`src/source/pss_pkg.sv`:
```
`default_nettype none

package pss_pkg;

    // ------------------------------
    // fixed widths
    // ------------------------------
    localparam int SAMPLE_DW = 8;
    localparam int PSS_LEN = 16;
    localparam int POWER_DW = 32;

    // 16 terms of up to 2 * 2^(SAMPLE_DW-1) each, plus sign
    localparam int CORR_DW = SAMPLE_DW + 2 + $clog2(PSS_LEN);

    // power must beat the window average by this ratio
    localparam int unsigned PEAK_FACTOR = 4;

    // ------------------------------
    // types
    // ------------------------------
    typedef struct packed {
        logic signed [SAMPLE_DW-1:0] re;
        logic signed [SAMPLE_DW-1:0] im;
    } sample_t;

    typedef struct packed {
        logic    valid;
        sample_t sample;
    } gated_t;

    typedef struct packed {
        logic                valid;
        logic [POWER_DW-1:0] power;
    } corr_t;

    // 2'd3 is reserved and behaves like pause
    typedef enum logic [1:0] {
        MODE_SEARCH = 2'd0,
        MODE_FIND   = 2'd1,
        MODE_PAUSE  = 2'd2
    } mode_e;

    // ------------------------------
    // tap signs, one word per N_id_2
    // ------------------------------
    // bit k set means tap k is -1, tap 0 meets the oldest sample
    localparam logic [PSS_LEN-1:0] PSS_TAPS_RE [3] = '{16'hB4E1, 16'h3A96, 16'hD12B};
    localparam logic [PSS_LEN-1:0] PSS_TAPS_IM [3] = '{16'h6C35, 16'hA5C7, 16'h1E9D};

endpackage

`default_nettype wire
```
`src/source/pss_sample_gate.sv`:
```
`timescale 1ns/10ps
`default_nettype none

module pss_sample_gate (
    input  wire                      clk_i,
    input  wire                      reset_ni,
    input  wire pss_pkg::sample_t    sample_i,
    input  wire                      sample_valid_i,
    input  wire pss_pkg::mode_e      mode_i,
    output pss_pkg::gated_t          gated_o,
    output pss_pkg::mode_e           mode_o
);

    logic             run;
    logic             valid_q;
    pss_pkg::sample_t sample_q;

    // only search and find feed the correlators
    assign run = (mode_i == pss_pkg::MODE_SEARCH) || (mode_i == pss_pkg::MODE_FIND);

    always_ff @(posedge clk_i) begin
        if (!reset_ni) begin
            mode_o  <= pss_pkg::MODE_SEARCH;
            valid_q <= 1'b0;
        end else begin
            mode_o  <= mode_i;
            valid_q <= sample_valid_i && run;
        end
    end

    always_ff @(posedge clk_i) begin
        if (sample_valid_i) begin
            sample_q <= sample_i;
        end
    end

    assign gated_o.valid  = valid_q;
    assign gated_o.sample = sample_q;

    // paused samples never reach the correlator history
    assert property (@(posedge clk_i) disable iff (!reset_ni)
        gated_o.valid |-> (mode_o == pss_pkg::MODE_SEARCH) || (mode_o == pss_pkg::MODE_FIND));

endmodule

`default_nettype wire

```
`config.mk`:
```
export PLATFORM = sky130hd
export DESIGN_NAME = pss_sample_gate
export DESIGN_NICKNAME = d
export VERILOG_FILES = /design/src/source/pss_pkg.sv /design/src/source/pss_sample_gate.sv
export SDC_FILE = /design/constraint.sdc
export NUM_CORES = 1
export LEC_CHECK = 0
export ABC_AREA = 1
export ABC_CLOCK_PERIOD_IN_PS = 800
export BUFFER_PORTS_ARGS = -buffer_cell sky130_fd_sc_hd__buf_2
export CORE_AREA = 2 2 41 43
export CTS_CLUSTER_DIAMETER = 150
export DETAILED_ROUTE_END_ITERATION = 10
export DIE_AREA = 0 0 43 45
export MAX_ROUTING_LAYER = met4
export PLACE_DENSITY = 0.82
export SKIP_CTS_REPAIR_TIMING = 1
export SYNTH_ARGS = -nofsm -noshare
export SYNTH_HDL_FRONTEND = slang
export SYNTH_SLANG_ARGS = --single-unit
```
`constraint.sdc`:
```
create_clock -name clk_i -period 0.8 [get_ports clk_i]
set_input_delay 0 -clock clk_i [delete_from_list [all_inputs] [get_ports clk_i]]
set_output_delay 0 -clock clk_i [all_outputs]
set_load 0.005 [all_outputs]
```
==> qor.csv <==
metric,value,unit
status,"complete, but fails checks",
failing checks,setup timing,
Fin. Hold Viols,0,
Top-Level Pins,40,
Detail Route Antenna Nets,0,
Hold Path Class,in -> reg,
relative slew slack,0.764,
drt pass-1 iters,3,
WL final,1320,um
Worst path slowest cell,edfxtp_1,
CP peak stage delay,0.39,ns
Final Util,0.676,
crit-path cells,buf_2,
Layout area overhead,74.3,%
die area,1940,sq um
DRC violations left,0,
Max Cap Viol,0,
Cells after DPL,80,
count of buffers from port buffering,39,
syn avg cell area,21.9,sq um
CP Max Fanout,1,
CTS tree,done,
Core Area,1470,sq um
VDD IR max,1070,uV
Nets,109,
RSZ-0062 raised after global routing,true,
fin crit share,1.02,
Avg WL per Cell,12.9,um
worst setup margin,-0.0122,ns
CP top delay family,flip-flops,
die width,43,um
Pins Over Slew Limit,0,
antenna violations before repair,0,
Post-DP Area,778,sq um
fin area,995,sq um
Setup CP Type,reg -> out,
"most common cell after layout, fill and taps aside",buf_2,
Synth top area share,0.842,
Netlist cell types,6,
Setup-failing EPs final,4,
Initial Utilization,0.388,
Synth area leaders,"edfxtp_1 84%, dfxtp_1 11%, nand2_1 2.0%",
proportion of layout cells with a drive suffix above 1,0.483,
worst hold path endpoint,valid_q$_SDFF_PN0_,
worst path required time,0.80,ns
root buffer cell,clkbuf_4,
grt ovf,0,
via/cell ratio,4.39,
P_leak,0.456,nW
CTS sink cnt,19,
cells after synthesis,26,
worst slew pin tran,0.353,ns
CTS buffer count,3,
HPWL after DPL,877,um
synth warn,0,
vias in the first global route,371,
hold path depth,3,
"FF+latch count, synth",19,
Die Height,45,um
Hold Path Origin,sample_valid_i,
overall routing resource usage,0.131,
setup_tns,-0.0247,ns
min Tclk post-route,0.812,ns
Worst Setup End Kind,primary output,
first-pass GRT wire length,1660,um
"Arr. time, crit path",0.81,ns
vias post-DR,452,
diodes inserted,0,
final cell count without fillers,103,
Clock transition at path regs,0.10,ns
Pwr per Cell Area,1860,nW/um^2
Mapped Area,571,sq um
Post-Syn Nets,47,
largest net degree at the start of global routing,18,
H-tree depth,1,
Rows,14,
most frequent cells in the layout,"39 x buf_2, 19 x dlygate4sd3_1, 16 x edfxtp_1",
type of origin of the critical path,register,
Final Wtd Congestion,0.741,
Worst Path Buf+Inv,1,
Iter 0 DRT Violations,1,
Fmax,1230,MHz
pre-CTS setup slack,0.125,ns
Critical Path Start,gated_o[10]$_DFFE_PP_,
leading area contributor after synthesis,edfxtp_1,
Bufs on Longest Clock Path,2,
"Seq/Total Area, Yosys",0.947,
## final cells by class
cell class	count	area, sq um
repair buffers	58	385
well taps	16	20.0
clock buffers	4	26.3
flip-flops and latches	19	541
inverters	2	7.51
fillers	119	477
multi-input cells	4	15.0
## report_power, final
| group | total (mW) | switching [mW] | internal (mW) |
|---|---|---|---|
| registers | 1.17 | 0.0178 | 1.15 |
| logic | 0.223 | 0.0818 | 0.141 |
| clock network | 0.459 | 0.266 | 0.193 |
## synthesized netlist by cell type, drive strengths merged
cell type,n
nand2,3
inv,2
buf,1
dfxtp,3
edfxtp,16
nor2,1
## layer usage
metal  part of all wire  wire [um]  GRT usage
met1               0.42        558      0.161
met2               0.48        634      0.191
met3              0.094        125     0.0440
met4             0.0038          5     0.0727
met5                  0          0          -
## cells by family after synthesis
kind of cell	Yosys count	synth area share
flip-flops	19	0.947
buffers and inverters	3	0.0263
AND/OR/NAND/NOR	4	0.0263
## registers in the layout (all words and copies together) (netlist names)
register / count
mode_o: 2
gated_o: 16
valid_q: 1
## worst max path at each step
stage | to | slack [ns] | depth (start not counted)
floorplan | gated_o[16] | 0.41 | 1
global placement | gated_o[14]$_DFFE_PP_ | 0.15 | 1
detailed placement | gated_o[8]$_DFFE_PP_ | 0.13 | 1
CTS | gated_o[10] | -0.02 | 1
global route | gated_o[6] | -0.04 | 1
finish | gated_o[10] | -0.01 | 1
## through the flow
step | hold WS [ns] | power [mW]
floorplan | 0.0715 | 1.21
global placement | 0.171 | 1.34
detailed placement | 0.179 | 1.35
CTS | -0.137 | 1.79
global route | 0.154 | 1.92
finish | 0.107 | 1.85
No activity file was read; power rests on OpenSTA's default activity.
