## config.mk

```make
export PLATFORM = sky130hd
export DESIGN_NAME = pss_id_decider
export DESIGN_NICKNAME = d
export VERILOG_FILES = /design/src/source/pss_pkg.sv /design/src/source/pss_id_decider.sv
export SDC_FILE = /design/constraint.sdc
export NUM_CORES = 1
export LEC_CHECK = 0
export ABC_AREA = 1
export BUFFER_PORTS_ARGS = -buffer_cell sky130_fd_sc_hd__buf_2
export CORE_AREA = 2 2 39 41
export DETAILED_ROUTE_END_ITERATION = 16
export DIE_AREA = 0 0 41 43
export PLACE_DENSITY = 0.36
export SLEW_MARGIN = 20
export SYNTH_ARGS = -nofsm -noshare
export SYNTH_HDL_FRONTEND = slang
export SYNTH_SLANG_ARGS = --single-unit
```

## constraint.sdc

```tcl
create_clock -name clk_i -period 0.98 [get_ports clk_i]
set_clock_uncertainty 0.15 [all_clocks]
set_input_delay 0.147 -clock clk_i [delete_from_list [all_inputs] [get_ports clk_i]]
set_output_delay 0.147 -clock clk_i [all_outputs]
set_load 0.02 [all_outputs]
```

## src/source/pss_pkg.sv

```systemverilog
`default_nettype none

package pss_pkg;

    // ------------------------------
    // fixed widths
    // ------------------------------
    localparam int SAMPLE_DW = 8;
    localparam int PSS_LEN = 16;
    localparam int POWER_DW = 32;

    // 16 terms of up to 2 * 2^(SAMPLE_DW-1) each, plus sign
    localparam int CORR_DW = SAMPLE_DW + 2 + $clog2(PSS_LEN);

    // power must beat the window average by this ratio
    localparam int unsigned PEAK_FACTOR = 4;

    // ------------------------------
    // types
    // ------------------------------
    typedef struct packed {
        logic signed [SAMPLE_DW-1:0] re;
        logic signed [SAMPLE_DW-1:0] im;
    } sample_t;

    typedef struct packed {
        logic    valid;
        sample_t sample;
    } gated_t;

    typedef struct packed {
        logic                valid;
        logic [POWER_DW-1:0] power;
    } corr_t;

    // 2'd3 is reserved and behaves like pause
    typedef enum logic [1:0] {
        MODE_SEARCH = 2'd0,
        MODE_FIND   = 2'd1,
        MODE_PAUSE  = 2'd2
    } mode_e;

    // ------------------------------
    // tap signs, one word per N_id_2
    // ------------------------------
    // bit k set means tap k is -1, tap 0 meets the oldest sample
    localparam logic [PSS_LEN-1:0] PSS_TAPS_RE [3] = '{16'hB4E1, 16'h3A96, 16'hD12B};
    localparam logic [PSS_LEN-1:0] PSS_TAPS_IM [3] = '{16'h6C35, 16'hA5C7, 16'h1E9D};

endpackage

`default_nettype wire
```

## src/source/pss_id_decider.sv

```systemverilog
`timescale 1ns/10ps
`default_nettype none

module pss_id_decider (
    input  wire                  clk_i,
    input  wire                  reset_ni,
    input  wire [2:0]            peak_i,
    input  wire pss_pkg::mode_e  mode_i,
    input  wire [1:0]            requested_id_i,
    output logic [1:0]           id_o,
    output logic                 id_valid_o
);

    logic       one_hot;
    logic [1:0] peak_idx;
    logic       accept;

    always_comb begin
        one_hot  = (peak_i == 3'b001) || (peak_i == 3'b010) || (peak_i == 3'b100);
        peak_idx = peak_i[2] ? 2'd2 : (peak_i[1] ? 2'd1 : 2'd0);

        case (mode_i)
            pss_pkg::MODE_SEARCH: begin
                accept = one_hot;
            end
            pss_pkg::MODE_FIND: begin
                // only the requested bit may be set
                // id 3 never matches
                accept = (requested_id_i != 2'd3)
                      && (peak_i == (3'b001 << requested_id_i));
            end
            default: begin
                accept = 1'b0;
            end
        endcase
    end

    // ------------------------------
    // output register
    // ------------------------------
    always_ff @(posedge clk_i) begin
        if (!reset_ni) begin
            id_o       <= 2'd0;
            id_valid_o <= 1'b0;
        end else begin
            id_valid_o <= accept;
            if (accept) begin
                id_o <= peak_idx;
            end
        end
    end

    // reported id names the single peak that was accepted
    assert property (@(posedge clk_i) disable iff (!reset_ni)
        id_valid_o |-> (id_o < 2'd3) && ($past(peak_i) == (3'b001 << id_o)));

endmodule

`default_nettype wire

```

==> impl_metrics.ini <==
[cells_and_area]
final_common_cell = nand2_1
fin_nets = 64
syn_to_final_growth_pct = 73.53
final_cell_mix = 9 x nand2_1, 8 x buf_2, 5 x nor2_1
stdcell_count = 70
register_area_um2 = 63.81
diodes = 0
drive_above_1_share = 0.5370
fillers = 154
multi_input_area_um2 = 126.4

[sta]
fin_ws_ns = 0.008206
worstMarginPinSlew_ns = 0.1922
timing_hold_violations_final = 0
period_share = 0.9916
timing.fmax_ghz = 1.029
maxSlewViolCount = 0
rsz0062_at_grt = true
setup_tns_ns = 0
period_needed_ns = 0.9718
slew_headroom = 0.8710
setup_violations = 0

[cts]
worstSkewPairLatency_ns = 0.23
clockBufferDepth = 2
clk_pin_slew_worst_paths_ns = 0.04
htree_num_levels = 1
clock-sinks = 3
cts_setup_buffers = 0
cts_made_buffers = 3
root_buffer = clkbuf_4
cts_tree = built

[critical_path]
slowest_stage = dfxtp_2
slowest_delay_ns = 0.33
arrival_ns = 0.67
crit_path_start_kind = flop
end_kind = output pin
critical_path_class = flop to output pin
rrSetupSlack_ns = 0.26
reg2regPathDepth = 2
cp.required_ns = 0.68
cp_cell_sequence = buf_6
critPathBufInv = 1
worst_r2r_endpoint = id_o[0]$_SDFFE_PN0P_
crit_fanout = 2
critPathTopFamily = flip-flops
r2r_start = id_o[0]$_SDFFE_PN0P_

[placement]
hpwl_um = 424.2
gp_congestion = 0.6534
place_ws_ns = -0.08005
port_buffers = 11
dp.cells = 65

[worst_hold_path]
min_from = reset_ni
hold_end = id_o[1]$_SDFFE_PN0P_
hp-class = primary input to flop
hold_depth = 3

[route]
first_pass_iters = 2
drtAntennaViolNets = 0
drt_iter0_drc = 2
drc = 0
totalWireLength_um = 479
wire_per_inst_um = 6.843
via_count = 272
via_per_inst = 3.886

[pwr]
p_leak_nw = 0.2033
ir_drop_v = 0.0002380
power_density_nw_per_um2 = 1248

[global_route]
grt-ovfl-total = 0
grt_pass1_wl_um = 786
grt_pass1_vias = 234
grt_antenna_before_repair = 0
grt_max_degree = 5
grt_usage = 0.06707

[status]
status = finished, final reports clean

[floorplanning]
die_y_um = 43
num_io_pins = 12
die_w_um = 41
rows = 14
core_area_um2 = 1384
die_area_um2 = 1763
start_util = 0.1537

[logic_synthesis]
synth_cells = 35
synth.avg_cell_area_um2 = 6.077
syn_area_um2 = 212.7
ys_seq_area_frac = 0.2824
synth_cell_types = 11
synth_seq_cells = 3
synth_fp_nets = 44
ys_warn_count = 0

[flow_run]
cap_viol_max_count = 0
## synth_stat cells
master | instances | share of area
a21oi_2 | 1 | 0.041
o21ai_1 | 1 | 0.024
nor2_1 | 5 | 0.088
nand2_1 | 9 | 0.16
inv_2 | 3 | 0.053
dfxtp_1 | 3 | 0.28
nand3_1 | 4 | 0.094
nand3_2 | 2 | 0.094
and3_2 | 1 | 0.035
nand2_2 | 2 | 0.059
inv_1 | 4 | 0.071
## power by group
part / switching, W / internal, W / total (W)
combinational: 0.0000547 / 0.0000531 / 0.000108
sequential: 0.00000373 / 0.000130 / 0.000134
clock: 0.0000660 / 0.000153 / 0.000219
## how the worst max path moves through the flow
| stage | from | end | cells after the start |
|---|---|---|---|
| 4_1_cts | id_o[0]$_SDFFE_PN0P_ | id_o[0] | 1 |
| 5_1_grt | id_o[0]$_SDFFE_PN0P_ | id_o[0] | 1 |
| 3_5_place_dp | peak_i[2] | id_o[0]$_SDFFE_PN0P_ | 7 |
| 2_1_floorplan | peak_i[2] | id_o[0]$_SDFFE_PN0P_ | 6 |
| 6_report | id_o[0]$_SDFFE_PN0P_ | id_o[0] | 1 |
| 3_3_place_gp | peak_i[1] | id_o[0]$_SDFFE_PN0P_ | 7 |
## metal layers
layer	global-route usage	part of all wire
met1	0.07006	0.43
met2	0.1031	0.49
met3	0.01571	0.084
met5	0	0
met4	0.06000	0
## final cells by class
class,instances,share of cell area
Tap cell,16,0.05424
Timing Repair Buffer,15,0.2881
Multi-Input combinational cell,25,0.3424
Inverter,7,0.07119
Clock buffer,4,0.07119
Sequential cell,3,0.1729
## what timing repair did
item / 4_1_cts / 5_1_grt
setup endpoints to repair: 3 / 3
resized for setup: 7 / 2
hold buffers: 1 / 0
endpoints found under the hold margin: 1 / 0
cloned: 0 / 0
## flip-flops by register name (all words and copies together) (netlist names)
name and count:
id_valid_o 1, id_o 2
## metrics by stage
| step | utilization | hold WS [ns] | total power, W | cell area, um2 |
|---|---|---|---|---|
| final | 0.2667 | 0.007230 | 0.0004605 | 369.1 |
| after global routing | 0.2667 | 0.01243 | 0.0004941 | 369.1 |
| after CTS | 0.2631 | 0.005686 | 0.0004754 | 364.1 |
| after detailed placement | 0.2242 | 0.2521 | 0.0002332 | 310.3 |
| after global placement | 0.2242 | 0.2555 | 0.0002341 | 310.3 |
| after floorplan | - | 0.1177 | 0.0001884 | 212.7 |
## cell families (layout without fill, tap and decap cells)
| family | count (synthesis) | after routing | share of synthesized area |
|---|---|---|---|
| and+or+nand+nor | 23 | 23 | 0.5294 |
| AOI/OAI and AO/OA | 2 | 2 | 0.06469 |
| buffers and inverters | 7 | 26 | 0.1235 |
| DFF | 3 | 3 | 0.2824 |
Note: power is estimated with default switching activity, not from simulation.
