`src/source/pss_pkg.sv`:
```
`default_nettype none

package pss_pkg;

    // ------------------------------
    // fixed widths
    // ------------------------------
    localparam int SAMPLE_DW = 8;
    localparam int PSS_LEN = 16;
    localparam int POWER_DW = 32;

    // 16 terms of up to 2 * 2^(SAMPLE_DW-1) each, plus sign
    localparam int CORR_DW = SAMPLE_DW + 2 + $clog2(PSS_LEN);

    // power must beat the window average by this ratio
    localparam int unsigned PEAK_FACTOR = 4;

    // ------------------------------
    // types
    // ------------------------------
    typedef struct packed {
        logic signed [SAMPLE_DW-1:0] re;
        logic signed [SAMPLE_DW-1:0] im;
    } sample_t;

    typedef struct packed {
        logic    valid;
        sample_t sample;
    } gated_t;

    typedef struct packed {
        logic                valid;
        logic [POWER_DW-1:0] power;
    } corr_t;

    // 2'd3 is reserved and behaves like pause
    typedef enum logic [1:0] {
        MODE_SEARCH = 2'd0,
        MODE_FIND   = 2'd1,
        MODE_PAUSE  = 2'd2
    } mode_e;

    // ------------------------------
    // tap signs, one word per N_id_2
    // ------------------------------
    // bit k set means tap k is -1, tap 0 meets the oldest sample
    localparam logic [PSS_LEN-1:0] PSS_TAPS_RE [3] = '{16'hB4E1, 16'h3A96, 16'hD12B};
    localparam logic [PSS_LEN-1:0] PSS_TAPS_IM [3] = '{16'h6C35, 16'hA5C7, 16'h1E9D};

endpackage

`default_nettype wire
```
`src/source/pss_correlator.sv`:
```
`timescale 1ns/10ps
`default_nettype none

module pss_correlator #(
    parameter int unsigned N_ID = 0
) (
    input  wire                   clk_i,
    input  wire                   reset_ni,
    input  wire pss_pkg::gated_t  gated_i,
    output pss_pkg::corr_t        corr_o
);

    localparam int LEN = pss_pkg::PSS_LEN;
    localparam int CORR_DW = pss_pkg::CORR_DW;
    localparam logic [LEN-1:0] TAP_RE = pss_pkg::PSS_TAPS_RE[N_ID];
    localparam logic [LEN-1:0] TAP_IM = pss_pkg::PSS_TAPS_IM[N_ID];

    pss_pkg::sample_t             history [LEN];
    pss_pkg::sample_t             shifted [LEN];
    logic signed [CORR_DW-1:0]    next_re;
    logic signed [CORR_DW-1:0]    next_im;
    logic signed [CORR_DW-1:0]    sum_re;
    logic signed [CORR_DW-1:0]    sum_im;
    logic                         sum_valid;
    logic [pss_pkg::POWER_DW-1:0] sq_re;
    logic [pss_pkg::POWER_DW-1:0] sq_im;
    logic [pss_pkg::POWER_DW-1:0] power_q;
    logic                         valid_q;

    // ------------------------------
    // stage 1: shift and correlate
    // ------------------------------
    // history as it looks once the new sample is in, oldest at index 0
    always_comb begin
        for (int k = 0; k < LEN - 1; k++) begin
            shifted[k] = history[k + 1];
        end
        shifted[LEN - 1] = gated_i.sample;
    end

    // conj(a + jb) * (x + jy) = (ax + by) + j(ay - bx), with a, b = +-1
    always_comb begin
        next_re = '0;
        next_im = '0;
        for (int k = 0; k < LEN; k++) begin
            if (TAP_RE[k]) begin
                next_re = next_re - shifted[k].re;
                next_im = next_im - shifted[k].im;
            end else begin
                next_re = next_re + shifted[k].re;
                next_im = next_im + shifted[k].im;
            end
            if (TAP_IM[k]) begin
                next_re = next_re - shifted[k].im;
                next_im = next_im + shifted[k].re;
            end else begin
                next_re = next_re + shifted[k].im;
                next_im = next_im - shifted[k].re;
            end
        end
    end

    always_ff @(posedge clk_i) begin
        if (!reset_ni) begin
            for (int k = 0; k < LEN; k++) begin
                history[k] <= '0;
            end
            sum_valid <= 1'b0;
            valid_q   <= 1'b0;
        end else begin
            sum_valid <= gated_i.valid;
            valid_q   <= sum_valid;
            if (gated_i.valid) begin
                history <= shifted;
            end
        end
    end

    // ------------------------------
    // stage 2: power
    // ------------------------------
    assign sq_re = sum_re * sum_re;
    assign sq_im = sum_im * sum_im;

    always_ff @(posedge clk_i) begin
        if (gated_i.valid) begin
            sum_re <= next_re;
            sum_im <= next_im;
        end
        if (sum_valid) begin
            power_q <= sq_re + sq_im;
        end
    end

    assign corr_o.valid = valid_q;
    assign corr_o.power = power_q;

    // two cycles behind the gated strobe, three behind the sample strobe
    assert property (@(posedge clk_i) disable iff (!reset_ni)
        corr_o.valid == $past(gated_i.valid, 2));

endmodule

`default_nettype wire

```
`config.mk`:
```
export PLATFORM = sky130hd
export DESIGN_NAME = pss_correlator
export DESIGN_NICKNAME = d
export VERILOG_FILES = /design/src/source/pss_pkg.sv /design/src/source/pss_correlator.sv
export SDC_FILE = /design/constraint.sdc
export NUM_CORES = 2
export LEC_CHECK = 0
export BUFFER_PORTS_ARGS = -buffer_cell sky130_fd_sc_hd__buf_2
export CORE_MARGIN = 3
export CORE_UTILIZATION = 50
export CTS_BUF_LIST = sky130_fd_sc_hd__clkbuf_8
export CTS_CLUSTER_DIAMETER = 200
export DETAILED_ROUTE_END_ITERATION = 8
export GPL_TIMING_DRIVEN = 1
export PLACE_DENSITY = 0.68
export SLEW_MARGIN = 20
export SYNTH_ARGS = -nofsm -noshare
export SYNTH_HDL_FRONTEND = slang
export SYNTH_SLANG_ARGS = --single-unit
```
`constraint.sdc`:
```
create_clock -name clk_i -period 7.9 [get_ports clk_i]
set_input_delay 1.58 -clock clk_i [delete_from_list [all_inputs] [get_ports clk_i]]
set_output_delay 1.58 -clock clk_i [all_outputs]
set_load 0.05 [all_outputs]
```
==> reports/qor.txt <==
actual slew at the worst max-slew pin = 1.090 ns
DR WL met2 = 40630 um
register area = 6646 um2
Final Slew Violations = 0
final setup vio count = 0
YS warnings = 0
top-area cell type share of the netlist area = 0.4468
layout cells sized above 1 = 0.07886
first-pass GRT wire length = 138700 um
final WL = 82400 um
clock skew = 0.03485 ns
core area = 78230 um2
ys flop type = dfxtp_1
CP dominant cell by count = fa_1
commonest cells after routing, fill and taps aside = 1032 x inv_1, 889 x fa_1, 272 x nor2b_1
cell taking the most area after synthesis = fa_1
CTS tree = done
CTS H-tree depth = 2
final hold vios = 0
Tightest Hold Check Type = register to register
clk buf depth = 3
Global Route Usage Sum = 0.2112
Port-buffer cells = 51
area occupied by multi-input gates = 29150 um2
most common cell after layout, fill and taps aside = inv_1
Worst-path clk slew = 0.06 ns
CTS Root Cell = clkbuf_8
Worst setup SP type = register
syn_area_per_cell = 10.59 um2
# rows = 102
sequential area share after synthesis = 0.1665
EDFF count, synth = 60
pre-CTS WS = -0.5168 ns
worst skew pair latency = 0.68 ns
Starting Density = 0.5103
Sink Count = 302
routability cong. = 0.8601
Cells after Synth = 3770
via count = 24077
number of global-route vias before repair = 26755
ratio of final minimum period to clock period = 0.9574
final worst slack = 0.3366 ns
hpwl dp = 70030 um
top cells by area, synth = fa_1 45%, dfxtp_1 12%, inv_1 9.6%
Data required, critical path = 8.31 ns
die area = 83260 um2
Worst Path Buf+Inv = 6
CP arrival = 7.97 ns
TNS Setup = 0 ns
Post-Syn Area = 39920 um2
routed vias/inst = 4.807
# IOs = 52
status = finished, final reports clean
crit-path max cell delay = 0.58 ns
cts bufs inserted = 57
# Max-Cap Violations = 0
critical path class = register to register
DRC violation count after routing = 0
delay-heaviest family, CP = adder cells
minimum clock period = 7.563 ns
FILL cells = 6810
Met1 Wirelength = 37160 um
TritonRoute pass-1 iters = 5
Max Clk Rate = 132.2 MHz
DR iter-0 viols = 986
fraction of registers with async set/reset = 0
worst-path fanout max = 9
initial antenna violation count = 1
worst rel slew slack = 0.2733
wire length on met3 = 3042 um
total gr overflow = 0
DIE HEIGHT = 288.6 um
Crit. End Element = register
fin nets = 5043
WL/cell = 16.45 um
flops & latches, synth = 302
Routed Antenna Nets = 0
uppermost layer routed = met5
non-filler instance count after layout = 5009
dpl cells = 4889
Chip Width = 288.6 um
hold slack = 0.5375 ns
Slowest-stage cell, CP = edfxtp_1
Antenna Cells = 0
largest net degree at the start of global routing = 144
Cell variety after synth = 66
Layout area overhead = 8.789%
==> per-layer routing <==
metal,track usage,vias to the layer above
met3,0.02968,89
li1,-,11501
met4,0.04091,2
met1,0.2895,12187
met2,0.3620,298
met5,0,-
==> flip-flops by register name, indices dropped and copies added, names as in the netlist <==
| register | flops |
|---|---|
| valid_q | 1 |
| power_q | 32 |
| history | 240 |
| sum_im | 14 |
| sum_re | 14 |
| sum_valid | 1 |
==> synth_stat cells, types with 3 or more instances <==
cell type / count
dfxtp_1: 242
o31ai_1: 4
inv_1: 1018
buf_1: 23
a21o_1: 28
nand2b_1: 23
clkbuf_1: 67
mux2_2: 3
a21boi_0: 5
o21ai_0: 36
or2_2: 11
xor2_1: 19
o21a_1: 12
nor4_1: 3
a21oi_1: 60
edfxtp_1: 60
a211oi_1: 13
and3_1: 6
a31o_2: 5
a211o_1: 3
nor2b_1: 272
nand4_1: 4
xnor2_1: 108
mux2i_1: 242
nand3_1: 18
nand2_1: 132
o31a_1: 5
o21bai_1: 3
nor3_1: 16
nor2_1: 90
and2_1: 81
ha_1: 209
o21ai_1: 7
o211ai_1: 4
a31oi_1: 7
fa_1: 891
==> kinds of logic (layout without fill, tap and decap cells) <==
kind of cell | after synthesis | after routing | synth area share
AOI/OAI and AO/OA | 219 | 219 | 0.03717
muxes | 245 | 245 | 0.06153
other | 2 | 4 | 0.0001881
xor gates and xnor gates | 127 | 127 | 0.02786
adders and majority gates | 1102 | 1102 | 0.5129
DFF | 302 | 302 | 0.1665
and+or+nand+nor | 664 | 664 | 0.08952
buffers and inverters | 1109 | 1306 | 0.1044
==> area by class of cell <==
cell class                 count  share of cell area
inverter                    1018             0.08799
sequential                   302              0.1530
timing repair buffer         184             0.02982
multi-input combinational   2361              0.6711
clock buffer                  70             0.02219
clock inverter                34            0.005849
tap                         1040             0.02996
==> path summary, 6_finish.rpt <==
path,from,end,slack (ns),cells past startpoint
setup reg to reg,sum_im[7],power_q[27],0.34,28
hold / removal,history[14],history[14],0.54,2
hold reg to reg,history[14],history[14],0.54,2
setup / recovery,sum_im[7],power_q[27],0.34,28
==> worst min-delay path, cell delays in order, from the launching register on <==
cell	delay, ns
dfxtp_1	0.32
mux2i_1	0.12
nor2b_1	0.05
==> what timing repair did <==
action                     in CTS  in global routing
hold buffers                    0                  0
buffers inserted                0                 16
gates resized for setup         0                 15
setup endpoints to repair       0                 12
==> per-stage QoR <==
| step | cell area, um2 | utilization |
|---|---|---|
| floorplan | 39930 | - |
| global placement | 42040 | 0.5374 |
| detailed placement | 42040 | 0.5374 |
| CTS | 43260 | 0.5530 |
| global route | 43430 | 0.5551 |
| finish | 43430 | 0.5551 |
Power is left out: the tool's default activity adds up to more than one toggle a clock period on the data nets, which glitch-free logic cannot reach.
