===== src/source/pss_pkg.sv =====
`default_nettype none

package pss_pkg;

    // ------------------------------
    // fixed widths
    // ------------------------------
    localparam int SAMPLE_DW = 8;
    localparam int PSS_LEN = 16;
    localparam int POWER_DW = 32;

    // 16 terms of up to 2 * 2^(SAMPLE_DW-1) each, plus sign
    localparam int CORR_DW = SAMPLE_DW + 2 + $clog2(PSS_LEN);

    // power must beat the window average by this ratio
    localparam int unsigned PEAK_FACTOR = 4;

    // ------------------------------
    // types
    // ------------------------------
    typedef struct packed {
        logic signed [SAMPLE_DW-1:0] re;
        logic signed [SAMPLE_DW-1:0] im;
    } sample_t;

    typedef struct packed {
        logic    valid;
        sample_t sample;
    } gated_t;

    typedef struct packed {
        logic                valid;
        logic [POWER_DW-1:0] power;
    } corr_t;

    // 2'd3 is reserved and behaves like pause
    typedef enum logic [1:0] {
        MODE_SEARCH = 2'd0,
        MODE_FIND   = 2'd1,
        MODE_PAUSE  = 2'd2
    } mode_e;

    // ------------------------------
    // tap signs, one word per N_id_2
    // ------------------------------
    // bit k set means tap k is -1, tap 0 meets the oldest sample
    localparam logic [PSS_LEN-1:0] PSS_TAPS_RE [3] = '{16'hB4E1, 16'h3A96, 16'hD12B};
    localparam logic [PSS_LEN-1:0] PSS_TAPS_IM [3] = '{16'h6C35, 16'hA5C7, 16'h1E9D};

endpackage

`default_nettype wire

===== src/source/pss_peak_detector.sv =====
`timescale 1ns/10ps
`default_nettype none

module pss_peak_detector #(
    parameter int unsigned WINDOW_LEN = 8,
    parameter int unsigned MIN_POWER  = 4096
) (
    input  wire                  clk_i,
    input  wire                  reset_ni,
    input  wire pss_pkg::corr_t  corr_i,
    output logic                 peak_o
);

    localparam int PTR_DW = $clog2(WINDOW_LEN);
    localparam int SUM_DW = pss_pkg::POWER_DW + PTR_DW;
    // room for both power * WINDOW_LEN and sum * PEAK_FACTOR
    localparam int CMP_DW = SUM_DW + $clog2(pss_pkg::PEAK_FACTOR) + 1;

    logic [pss_pkg::POWER_DW-1:0] ring [WINDOW_LEN];
    logic [PTR_DW-1:0]            wr_ptr;
    logic [SUM_DW-1:0]            window_sum;
    logic [CMP_DW-1:0]            scaled_power;
    logic [CMP_DW-1:0]            scaled_sum;
    logic                         is_peak;

    // ------------------------------
    // peak rule
    // ------------------------------
    // compares against the sum of the powers before this one
    assign scaled_power = corr_i.power * WINDOW_LEN;
    assign scaled_sum   = window_sum * pss_pkg::PEAK_FACTOR;

    assign is_peak = corr_i.valid
                  && (corr_i.power >= MIN_POWER)
                  && (scaled_power > scaled_sum);

    // ------------------------------
    // window of past powers
    // ------------------------------
    always_ff @(posedge clk_i) begin
        if (!reset_ni) begin
            for (int k = 0; k < WINDOW_LEN; k++) begin
                ring[k] <= '0;
            end
            wr_ptr     <= '0;
            window_sum <= '0;
            peak_o     <= 1'b0;
        end else begin
            peak_o <= is_peak;
            if (corr_i.valid) begin
                // oldest entry leaves, newest enters
                window_sum   <= window_sum + corr_i.power - ring[wr_ptr];
                ring[wr_ptr] <= corr_i.power;
                wr_ptr       <= wr_ptr + 1'b1;
            end
        end
    end

endmodule

`default_nettype wire


===== config.mk =====
export PLATFORM = sky130hd
export DESIGN_NAME = pss_peak_detector
export DESIGN_NICKNAME = d
export VERILOG_FILES = /design/src/source/pss_pkg.sv /design/src/source/pss_peak_detector.sv
export SDC_FILE = /design/constraint.sdc
export NUM_CORES = 1
export LEC_CHECK = 0
export ABC_AREA = 1
export BUFFER_PORTS_ARGS = -buffer_cell sky130_fd_sc_hd__buf_2
export CORE_UTILIZATION = 40
export CTS_CLUSTER_SIZE = 12
export DETAILED_ROUTE_END_ITERATION = 8
export GPL_TIMING_DRIVEN = 0
export PLACE_DENSITY = 0.59
export SYNTH_ARGS = -nofsm -noshare
export SYNTH_HDL_FRONTEND = slang
export SYNTH_SLANG_ARGS = --single-unit

===== constraint.sdc =====
create_clock -name clk_i -period 4.2 [get_ports clk_i]
set_input_delay 0.42 -clock clk_i [delete_from_list [all_inputs] [get_ports clk_i]]
set_output_delay 0.42 -clock clk_i [all_outputs]
set_load 0.005 [all_outputs]

==> results of run 1 <==
[synthesized netlist by cell type]
cell	instances	area, sq um
nor2_1	532	2000
edfxtp_1	256	7690
inv_1	232	871
nand2_1	228	856
o21ai_0	174	871
a21oi_1	84	420
ha_1	69	863
clkbuf_1	63	236
nand3_1	48	240
dfxtp_1	42	841
fa_1	32	641
o22ai_1	32	200
a31oi_1	30	188
clkinv_1	28	105
xor2_1	15	131
buf_2	13	65.1
nand4_1	10	62.6
nor3_1	10	50.1
nand2_2	7	43.8
nor4_1	7	43.8
inv_2	6	22.5
o21bai_1	6	45.0
buf_4	4	30.0
nand3_2	4	40.0
o21ai_1	4	20.0
a21boi_0	2	15.0
nor2_2	2	12.5
nor3_2	2	20.0
o21a_1	2	15.0
o221ai_1	2	17.5
a21oi_2	1	8.76
clkbuf_8	1	13.8
dlygate4sd1_1	1	8.76
o211ai_1	1	7.51
or2_2	1	6.26
xnor2_1	1	8.76
[through the flow]
stage | total power [mW] | util | setup WS (ns) | hold slack [ns]
floorplan | 6.85 | - | 1.19 | 0.459
global placement | 8.04 | 0.428 | -0.187 | 0.475
detailed placement | 8.10 | 0.428 | -0.189 | 0.492
CTS | 10.8 | 0.452 | 0.00135 | 0.137
global route | 11.7 | 0.458 | -0.0249 | 0.162
finish | 10.9 | 0.458 | 0.226 | 0.165
[registers in the layout, indices dropped and copies added (netlist names), named ones only]
signal,count
wr_ptr,3
peak_o,1
window_sum,35
ring,256
[kinds of logic (layout without fill, tap and decap cells)]
| kind of cell | Yosys count | count (layout) | synth area share |
|---|---|---|---|
| simple gates | 851 | 851 | 0.202 |
| buf+inv | 348 | 441 | 0.0810 |
| compound gates | 338 | 338 | 0.108 |
| flops | 298 | 298 | 0.511 |
| fa+ha+maj | 101 | 101 | 0.0900 |
| xor+xnor | 16 | 16 | 0.00839 |
[final timing paths]
| check | end | from | slack, ns |
|---|---|---|---|
| setup / recovery | window_sum[33] | register | 0.23 |
| hold / removal | wr_ptr[1] | reset_ni | 0.17 |
| hold reg to reg | window_sum[0] | window_sum[0] | 0.50 |
| setup reg to reg | window_sum[33] | register | 0.23 |
[cell type report]
class | instances | area, sq um
Sequential cell | 298 | 8530
Timing Repair Buffer | 38 | 218
Tap cell | 532 | 666
Inverter | 266 | 1000
Clock inverter | 7 | 73.8
Fill cell | 4020 | 22200
Multi-Input combinational cell | 1306 | 7010
Buffer | 81 | 389
Clock buffer | 49 | 903
[worst max-delay path: cells and delay by family, from the launching register on]
kind                       cells  cell delay (ns)
DFF                            1             0.45
and+or+nand+nor               14             1.32
buffers and inverters          5             0.76
adders and majority gates      2             0.77
AOI/OAI and AO/OA              2             0.57
[power by group through the flow]
stage                     logic [mW]  registers, mW  clock network [mW]
after floorplan                 3.28           3.57                   0
after global routing            5.29           3.56                2.83
after CTS                       4.53           3.54                2.72
after detailed placement        4.50           3.60                   0
final                           4.66           3.53                2.69
after global placement          4.45           3.59                   0
[metal layers]
metal / vias up / wire length (um) / GRT usage
met2: 315 / 22400 / 0.379
li1: 6538 / - / -
met5: - / 0 / 0
met1: 6249 / 21200 / 0.309
met4: 0 / 1730 / 0.0843
met3: 87 / 2160 / 0.0183
[timing repair]
item | in CTS | in global routing
pin swaps | 0 | 0
resized for setup | 8 | 61
endpoints found under the hold margin | 0 | 0
setup endpoints to repair | 11 | 20
hold buffers | 0 | 0
setup buffers | 0 | 2
==> results by group, run 1 <==
Power and ir drop
  • Combinational power share: 0.428
  • P_int: 6.52 mW
  • Worst VDD drop: 0.417 mV
  • Reg power frac: 0.325
  • Clock power frac: 0.247
  • Power per cell area: 579 mW/mm^2
  • Leak: 8.20 nW
  • Sw Ratio: 0.401
  • P_sw: 4.37 mW

Detailed routing
  • DRC Markers: 0
  • Routed WL per cell: 18.4 um
  • Via count: 13.2k
  • Via density: 5.12
  • First DRT Iteration DRCs: 1147
  • DRT Wirelength: 47500 um
  • Final ANT Viol Nets: 0
  • Drt first pass iters: 5

Die
  • I/O pin count: 36
  • Initial Utilization: 0.407
  • Core ar.: 0.0410 sq mm
  • Die width: 206 um
  • Rows: 74
  • Die H: 206 um
  • Die footprint: 0.0426 sq mm

Critical path
  • Critical path startpoint category: register
  • Crit path kind: reg -> reg
  • Most frequent CP cell: nand2_1
  • Arr. time, crit path: 4.45 ns
  • Critical path peak fanout: 10
  • Crit-path cells: clkbuf_4 > buf_2 > nor2_1 > o22ai_1 > nor2_1 > a31oi_1 > fa_1 > inv_1 > ha_1 > nand2_1 > inv_1 > nand2_1 > nand2_1 > nand2_1 > nand3_2 > nand2_1 > nand2_1 > nand2_1 > nand2_1 > nand2_1 > nand3_1 > nand2_1 > inv_1
  • Crit path required time: 4.68 ns
  • Worst R2R Path Depth: 23
  • Worst Setup End Kind: register
  • Slowest CP cell: fa_1
  • Slowest cell delay on critical path: 0.48 ns

Cells and area
  • Most frequent cells in the layout: nor2_1 (532), edfxtp_1 (256), inv_1 (232), nand2_1 (223), o21ai_0 (172)
  • Final nets: 2158
  • Layout cells sized above 1: 0.0826
  • Commonest non-fill, non-tap cell in the layout: nor2_1
  • ANT cells: 0
  • Cell area after layout: 0.0188 sq mm
  • Layout area overhead: 12.5%
  • Fin cells: 2577

GRT
  • Antenna violations before repair: 0
  • Vias in the first global route: 13.1k
  • First-pass GRT wire length: 73300 um
  • Total gr overflow: 0
  • Largest net degree at the start of global routing: 33
  • GRT Overall Usage: 0.228

STA
  • Min Tclk post-route: 3.97 ns
  • Worst-Margin Slew: 1.29 ns
  • Slew HR: 0.135
  • Fin crit share: 0.946
  • Slew Viols, Final: 0
  • RSZ-0062 raised after global routing: true
  • Fin Setup TNS: 0 ns
  • Setup-failing EPs final: 0
  • Final hold vios: 0
  • F_max: 0.252 GHz
  • Clk_skew: 0.0210 ns

Placement
  • Final Wtd Congestion: 0.896
  • Placed cell count: 2519
  • Placed instance area: 0.0176 sq mm
  • Buffers on Ports: 35
  • Placed wire-length estimate: 36700 um

Yosys
  • Avg Cell Area, Syn: 8.56 sq um
  • Synth warnings: 0
  • Syn Nets: 2088
  • Post-synthesis sequential area ratio: 0.511
  • Number of synthesized register bits: 298
  • Cells after Synth: 1952
  • Yosys cell types: 36
  • Cell area after synthesis: 0.0167 sq mm

Clocking
  • CTS Buf Count: 31
  • CTS Root Cell: clkbuf_16
  • Max Root-Sink Buffers: 3
  • Clk pin slew, worst setup/hold paths: 0.06 ns
  • Total clock sinks: 298
  • H-tree depth: 1
  • CTS tree: yes
  • Clk_lat worst skew: 0.59 ns

Run status
  • Status: complete, no violations

Hold path
  • Min-Delay Path Depth: 3
  • Hold Crit Class: in -> reg

Run
  • Max-Cap Viols: 0
Power figures use the tool's default switching activity.
==> inputs of run 2 (changes only) <==
--- a/config.mk
+++ b/config.mk
@@ -5,7 +5,7 @@
 export SDC_FILE = /design/constraint.sdc
 export NUM_CORES = 1
 export LEC_CHECK = 0
-export ABC_AREA = 1
+export ABC_AREA = 0
 export BUFFER_PORTS_ARGS = -buffer_cell sky130_fd_sc_hd__buf_2
 export CORE_UTILIZATION = 40
 export CTS_CLUSTER_SIZE = 12
==> run 2 against run 1 <==
Against the previous run:
- setup slack worse by 0.22 ns
- final cell count is 20% lower
- via count is 6.7% lower
- power is 6.0% higher
- highest routed layer unchanged
- the flow now finishes with violations (DRC)
- critical endpoint is now window_sum[22]
==> results by group, run 2 <==
Die
  • Rows: 74
  • Initial Utilization: 0.409
  • Die width: 207 um
  • Die footprint: 0.0429 sq mm
  • Core ar.: 0.0411 sq mm
  • Die H: 207 um
  • I/O pin count: 36

Detailed routing
  • Final ANT Viol Nets: 0
  • Routed WL per cell: 25.2 um
  • First DRT Iteration DRCs: 1302
  • Via count: 12.3k
  • Drt first pass iters: 7
  • DRT Wirelength: 51700 um
  • DRC Markers: 2
  • Via density: 5.98

Clocking
  • CTS Root Cell: clkbuf_16
  • Max Root-Sink Buffers: 3
  • Clk pin slew, worst setup/hold paths: 0.06 ns
  • Clk_lat worst skew: 0.53 ns
  • Hold Buf Count CTS: 0
  • CTS tree: yes
  • H-tree depth: 2
  • CTS Buf Count: 34
  • Total clock sinks: 298

Yosys
  • Asr flop ratio synth: 0
  • Synth warnings: 0
  • Area leader, netlist: edfxtp_1
  • Cell area after synthesis: 0.0168 sq mm
  • Avg Cell Area, Syn: 12.1 sq um
  • Top cell type's share of synthesized area: 0.457
  • Post-synthesis sequential area ratio: 0.507
  • Yosys cell types: 65
  • Number of synthesized flops with an enable pin: 256
  • Top post-synthesis cells by count: edfxtp_1 (256), nor4_1 (123), inv_1 (108), nor3_1 (95), clkbuf_1 (86)
  • Number of synthesized register bits: 298
  • Synth area leaders: edfxtp_1 (46%), mux4_2 (8.6%), ha_1 (5.1%)
  • Cells after Synth: 1391
  • Syn Nets: 1527
  • Main synth FF type: edfxtp_1
  • Count leader, synth: edfxtp_1

Cells and area
  • Layout area overhead: 18.1%
  • Final nets: 1637
  • Commonest non-fill, non-tap cell in the layout: edfxtp_1
  • Top reg by flops: ring
  • Most frequent cells in the layout: edfxtp_1 (256), nor4_1 (122), inv_1 (107), nor3_1 (93), clkbuf_1 (80)
  • Filler Cell Count: 3760
  • Layout cells sized above 1: 0.209
  • Fin util: 0.483
  • Number of flip-flops in the largest register: 256
  • Largest regs: ring x256, window_sum x35, wr_ptr x3
  • Fin cells: 2056

Run status
  • Status: finished, violations left
  • Failing checks: DRC

Placement
  • Buffers on Ports: 35
  • Final Wtd Congestion: 0.881
  • Placed cell count: 1965
  • Placed wire-length estimate: 36900 um

Power and ir drop
  • Power per cell area: 581 mW/mm^2
  • Reg power frac: 0.309
  • P_int: 7.42 mW
  • Sw Ratio: 0.356
  • P_sw: 4.11 mW
  • Combinational power share: 0.420
  • Clock power frac: 0.271
  • Worst VDD drop: 0.276 mV
  • Leak: 7.25 nW

Run
  • Max-Cap Viols: 0

Critical path
  • Critical path peak fanout: 8
  • RR Endpoint: window_sum[22]
  • Crit path required time: 4.67 ns
  • Worst Setup End Kind: register
  • Crit path kind: reg -> reg
  • Flop-to-flop setup slack: 0.007 ns
  • Worst R2R Path Depth: 14
  • Critical path startpoint category: register
  • Arr. time, crit path: 4.67 ns

STA
  • Setup-failing EPs final: 0
  • Slew HR: 0.293
  • Fin Setup TNS: 0 ns
  • RSZ-0062 raised after global routing: true
  • F_max: 0.238 GHz
  • Fin crit share: 0.998
  • Worst-Margin Slew: 1.06 ns
  • Clk_skew: 0.0225 ns
  • Min Tclk post-route: 4.19 ns
  • Slew Viols, Final: 0
  • Final hold vios: 0

GRT
  • Total gr overflow: 0
  • Gr busiest metal: met2
  • Vias in the first global route: 12.2k
  • Antenna violations before repair: 1
  • Met1 Use GR: 0.323
  • Met3 usage: 0.0514
  • First-pass GRT wire length: 76500 um
  • Largest net degree at the start of global routing: 33
  • GRT Overall Usage: 0.238
  • GR Util met2: 0.382

Hold path
  • Min-Delay Path Depth: 2
  • HP Start: corr_i[3]
  • Hold Crit Class: in -> reg
  • Min-Delay Endpoint: ring[0][3]
[run 2: critical path, stage by stage (launching register included)]
cell	delay [ns]
dfxtp_4	0.50
clkbuf_16	0.20
buf_4	0.13
mux4_2	0.52
mux2_4	0.30
fa_1	0.48
inv_1	0.06
ha_4	0.28
buf_6	0.13
nand2_1	0.08
or4_4	0.53
o21ai_4	0.23
a41oi_2	0.20
or4_1	0.43
nand3_1	0.09
[run 2: cell families (layout without fill, tap and decap cells)]
family,Yosys count,count (layout),share of synthesized area
adder cells (fa/ha/maj),101,101,0.0894
XOR/XNOR,28,28,0.0146
buffers and inverters,247,379,0.0623
other,0,1,0
AND/OR/NAND/NOR,429,429,0.142
AO/OA/AOI/OAI,181,181,0.0710
multiplexers,107,107,0.114
flip-flops,298,298,0.507
[run 2: worst max-delay path by stage]
stage | end | start | slack [ns]
final | window_sum[22] | register | 0.007
after global routing | window_sum[26] | register | -0.08
after CTS | window_sum[26] | register | -0.05
after detailed placement | window_sum[26] | register | -1.41
after global placement | ring[5][23] | reset_ni | -2.06
after floorplan | window_sum[26] | register | 0.03
[run 2: per-stage QoR]
step | power, mW | cell area (sq um) | setup WS, ns | hold WS, ns
detailed placement | 7.68 | 17900 | -1.41 | 0.446
global route | 12.1 | 19900 | -0.0754 | 0.246
global placement | 7.65 | 17700 | -2.06 | 0.441
floorplan | 6.63 | 16800 | 0.0269 | 0.425
finish | 11.5 | 19900 | 0.00690 | 0.242
CTS | 10.9 | 19200 | -0.0536 | 0.231
[run 2: power by group through the flow]
stage	logic [mW]	clock network [mW]	registers, mW
2_1_floorplan	3.05	0	3.58
3_3_place_gp	4.03	0	3.62
3_5_place_dp	4.07	0	3.61
4_1_cts	4.23	3.15	3.56
5_1_grt	5.28	3.27	3.58
6_report	4.84	3.13	3.56
[run 2: cell type report]
class	instances	area, sq um	area share
Antenna cell	1	2.50	0.000126
Buffer	105	639	0.0322
Clock buffer	49	1010	0.0509
Clock inverter	9	143	0.00718
Inverter	137	514	0.0259
Multi-Input combinational cell	846	7700	0.388
Sequential cell	298	8540	0.430
Tap cell	532	666	0.0335
Timing Repair Buffer	79	644	0.0324
[run 2: repair_timing]
action | CTS | global route
endpoints found under the setup margin | 30 | 21
pin swaps | 6 | 21
hold endpoints to repair | 0 | 0
setup buffers | 5 | 29
gates resized for setup | 44 | 81
cloned | 0 | 3
[run 2: per-layer routing]
metal / up-vias / wire length, um
met1: 6197 / 21500
met5: - / 0
li1: 5470 / -
met4: 0 / 1460
met2: 548 / 24200
met3: 86 / 4510
==> inputs of run 3 (changes only) <==
--- a/config.mk
+++ b/config.mk
@@ -7,11 +7,11 @@
 export LEC_CHECK = 0
 export ABC_AREA = 0
 export BUFFER_PORTS_ARGS = -buffer_cell sky130_fd_sc_hd__buf_2
-export CORE_UTILIZATION = 40
+export CORE_UTILIZATION = 45
 export CTS_CLUSTER_SIZE = 12
 export DETAILED_ROUTE_END_ITERATION = 8
 export GPL_TIMING_DRIVEN = 0
-export PLACE_DENSITY = 0.59
+export PLACE_DENSITY = 0.64
 export SYNTH_ARGS = -nofsm -noshare
 export SYNTH_HDL_FRONTEND = slang
 export SYNTH_SLANG_ARGS = --single-unit
==> run 3 against run 2 <==
Against the previous run:
- the run ends with setup timing left
- final area fell by 2.3%
- non-clock buffer count decreased by 16
- highest routed layer unchanged
- combinational power decreased by 5.6%
- hold slack worse by 0.0048 ns
- sequential power hardly changed
==> results by group, run 3 (synthesized netlist as in run 2, its figures left out) <==
Critical path
  • Critical path depth: 14
  • Crit path required time: 4.67 ns
  • Crit path kind: reg -> reg
  • Critical path's top delay family: simple AND/OR/NAND/NOR gates
  • Worst R2R Path Depth: 14
  • Crit-path cells: buf_12 > buf_4 > mux4_2 > mux2_2 > fa_1 > inv_1 > ha_1 > buf_4 > nand2_1 > or4_4 > o21ai_4 > a41oi_2 > or4_1 > nand3_1
  • Arr. time, crit path: 4.71 ns
  • Most frequent CP cell: buf_4
  • Slowest CP cell: or4_1
  • Critical path startpoint category: register
  • Worst path buffer plus inverter count: 4
  • Slowest cell delay on critical path: 0.55 ns
  • Critical path peak fanout: 9
  • Worst Setup End Kind: register

Clocking
  • CTS Root Cell: clkbuf_16
  • Clk pin slew, worst setup/hold paths: 0.06 ns
  • Total clock sinks: 298
  • Max Root-Sink Buffers: 3
  • H-tree depth: 2
  • CTS tree: yes
  • Hold Buf Count CTS: 0
  • Clk_lat worst skew: 0.53 ns
  • CTS Buf Count: 34

Detailed routing
  • Met3 Wirelength: 4390 um
  • M1 WL: 20400 um
  • Final ANT Viol Nets: 0
  • First DRT Iteration DRCs: 1410
  • Via count: 12.3k
  • DRC Markers: 0
  • DRT Wirelength: 50100 um
  • Top routing layer in use: met4
  • Routed WL per cell: 25.3 um
  • Routed wire length on met2: 23300 um
  • Via density: 6.23
  • Drt first pass iters: 8

Hold path
  • Min-Delay Path Depth: 2
  • HP Start: corr_i[3]
  • Hold Crit Class: in -> reg

Power and ir drop
  • Leak: 7.09 nW
  • Sw Ratio: 0.359
  • Worst VDD drop: 0.270 mV
  • Power per cell area: 572 mW/mm^2
  • P_int: 7.12 mW
  • P_sw: 3.98 mW
  • Overall Power: 11.1 mW
  • Combinational power share: 0.412
  • Clock power frac: 0.267
  • Reg power frac: 0.321

Cells and area
  • Final nets: 1621
  • Filler Cell Count: 3182
  • Top reg by flops: ring
  • Layout area overhead: 15.3%
  • Number of flip-flops in the largest register: 256
  • Commonest non-fill, non-tap cell in the layout: edfxtp_1
  • Most frequent cells in the layout: edfxtp_1 (256), nor4_1 (123), inv_1 (107), nor3_1 (93), clkbuf_1 (82)
  • Largest regs: ring x256, window_sum x35, wr_ptr x3
  • Cell area after layout: 0.0194 sq mm
  • Layout cells sized above 1: 0.191
  • ANT cells: 0

Placement
  • Placed instance area: 0.0178 sq mm
  • DP Worst Slack: -1.44 ns
  • Placed wire-length estimate: 35800 um
  • Final Wtd Congestion: 0.929
  • Buffers on Ports: 35

STA
  • Slew HR: 0.342
  • Fin crit share: 1.01
  • Worst-Margin Slew: 0.987 ns
  • Slew Viols, Final: 0
  • Clk_skew: 0.0142 ns
  • Setup-failing EPs final: 2
  • F_max: 0.236 GHz
  • Setup ws final: -0.0398 ns
  • RSZ-0062 raised after global routing: true
  • Min Tclk post-route: 4.24 ns
  • WHS: 0.237 ns
  • Final hold vios: 0

GRT
  • Total gr overflow: 0
  • Vias in the first global route: 12.3k
  • GRT Overall Usage: 0.266
  • Antenna violations before repair: 0
  • Largest net degree at the start of global routing: 33
  • First-pass GRT wire length: 75500 um

Run
  • Max-Cap Viols: 0

Die
  • Die H: 195 um
  • Core ar.: 0.0367 sq mm
  • Initial Utilization: 0.458
  • Rows: 70
  • Die width: 195 um
  • Die footprint: 0.0382 sq mm
  • I/O pin count: 36

Run status
  • Status: finished, violations left
  • Failing checks: setup timing
## run 3: cell type report
class	instances	area (sq um)	share of cell area
flip-flops and latches	298	8540	0.440
multi-input cells	846	7580	0.391
clock buffers	47	941	0.0485
plain buffers	105	612	0.0315
well taps	468	586	0.0302
inverters	137	514	0.0265
repair buffers	63	490	0.0253
clock inverters	12	140	0.00723
## run 3: layer usage
layer / global-route usage / up-vias
met5: 0 / -
met4: 0.105 / 0
met3: 0.0527 / 108
met2: 0.424 / 635
met1: 0.359 / 6124
li1: - / 5447
## run 3: through the flow
| stage | utilization | instances | setup TNS, ns |
|---|---|---|---|
| 3_3_place_gp | 0.479 | 1894 | -206.51 |
| 2_1_floorplan | - | 1391 | 0 |
| 5_1_grt | 0.529 | 1976 | -0.260 |
| 6_report | 0.529 | 1976 | -0.0431 |
| 3_5_place_dp | 0.485 | 1901 | -21.93 |
| 4_1_cts | 0.518 | 1963 | -0.104 |
## run 3: path summary, 6_finish.rpt
check | endpoint | slack, ns
max reg2reg | window_sum[22] | -0.04
max | window_sum[22] | -0.04
min reg2reg | window_sum[19] | 0.45
min | ring[0][3] | 0.24
## run 3: worst register-to-register path, delay by kind of cell (launching register included)
kind / cells / cell delay [ns]
DFF: 1 / 0.46
muxes: 2 / 0.85
and+or+nand+nor: 4 / 1.26
buffers and inverters: 4 / 0.47
AOI/OAI and AO/OA: 2 / 0.39
adders and majority gates: 2 / 0.75
## run 3: timing repair
| item | in CTS | in global routing |
|---|---|---|
| buffers inserted | 5 | 15 |
| setup endpoints to repair | 30 | 22 |
| resized for setup | 37 | 60 |
| pin swaps | 4 | 17 |
| gates cloned | 0 | 0 |
## run 3: power groups by stage
stage / Sequential [mW] / Clock (mW) / Combinational [mW]
2_1_floorplan: 3.58 / 0 / 3.05
3_3_place_gp: 3.61 / 0 / 3.96
3_5_place_dp: 3.61 / 0 / 4.04
4_1_cts: 3.56 / 2.99 / 4.15
5_1_grt: 3.58 / 3.10 / 5.01
6_report: 3.56 / 2.97 / 4.57
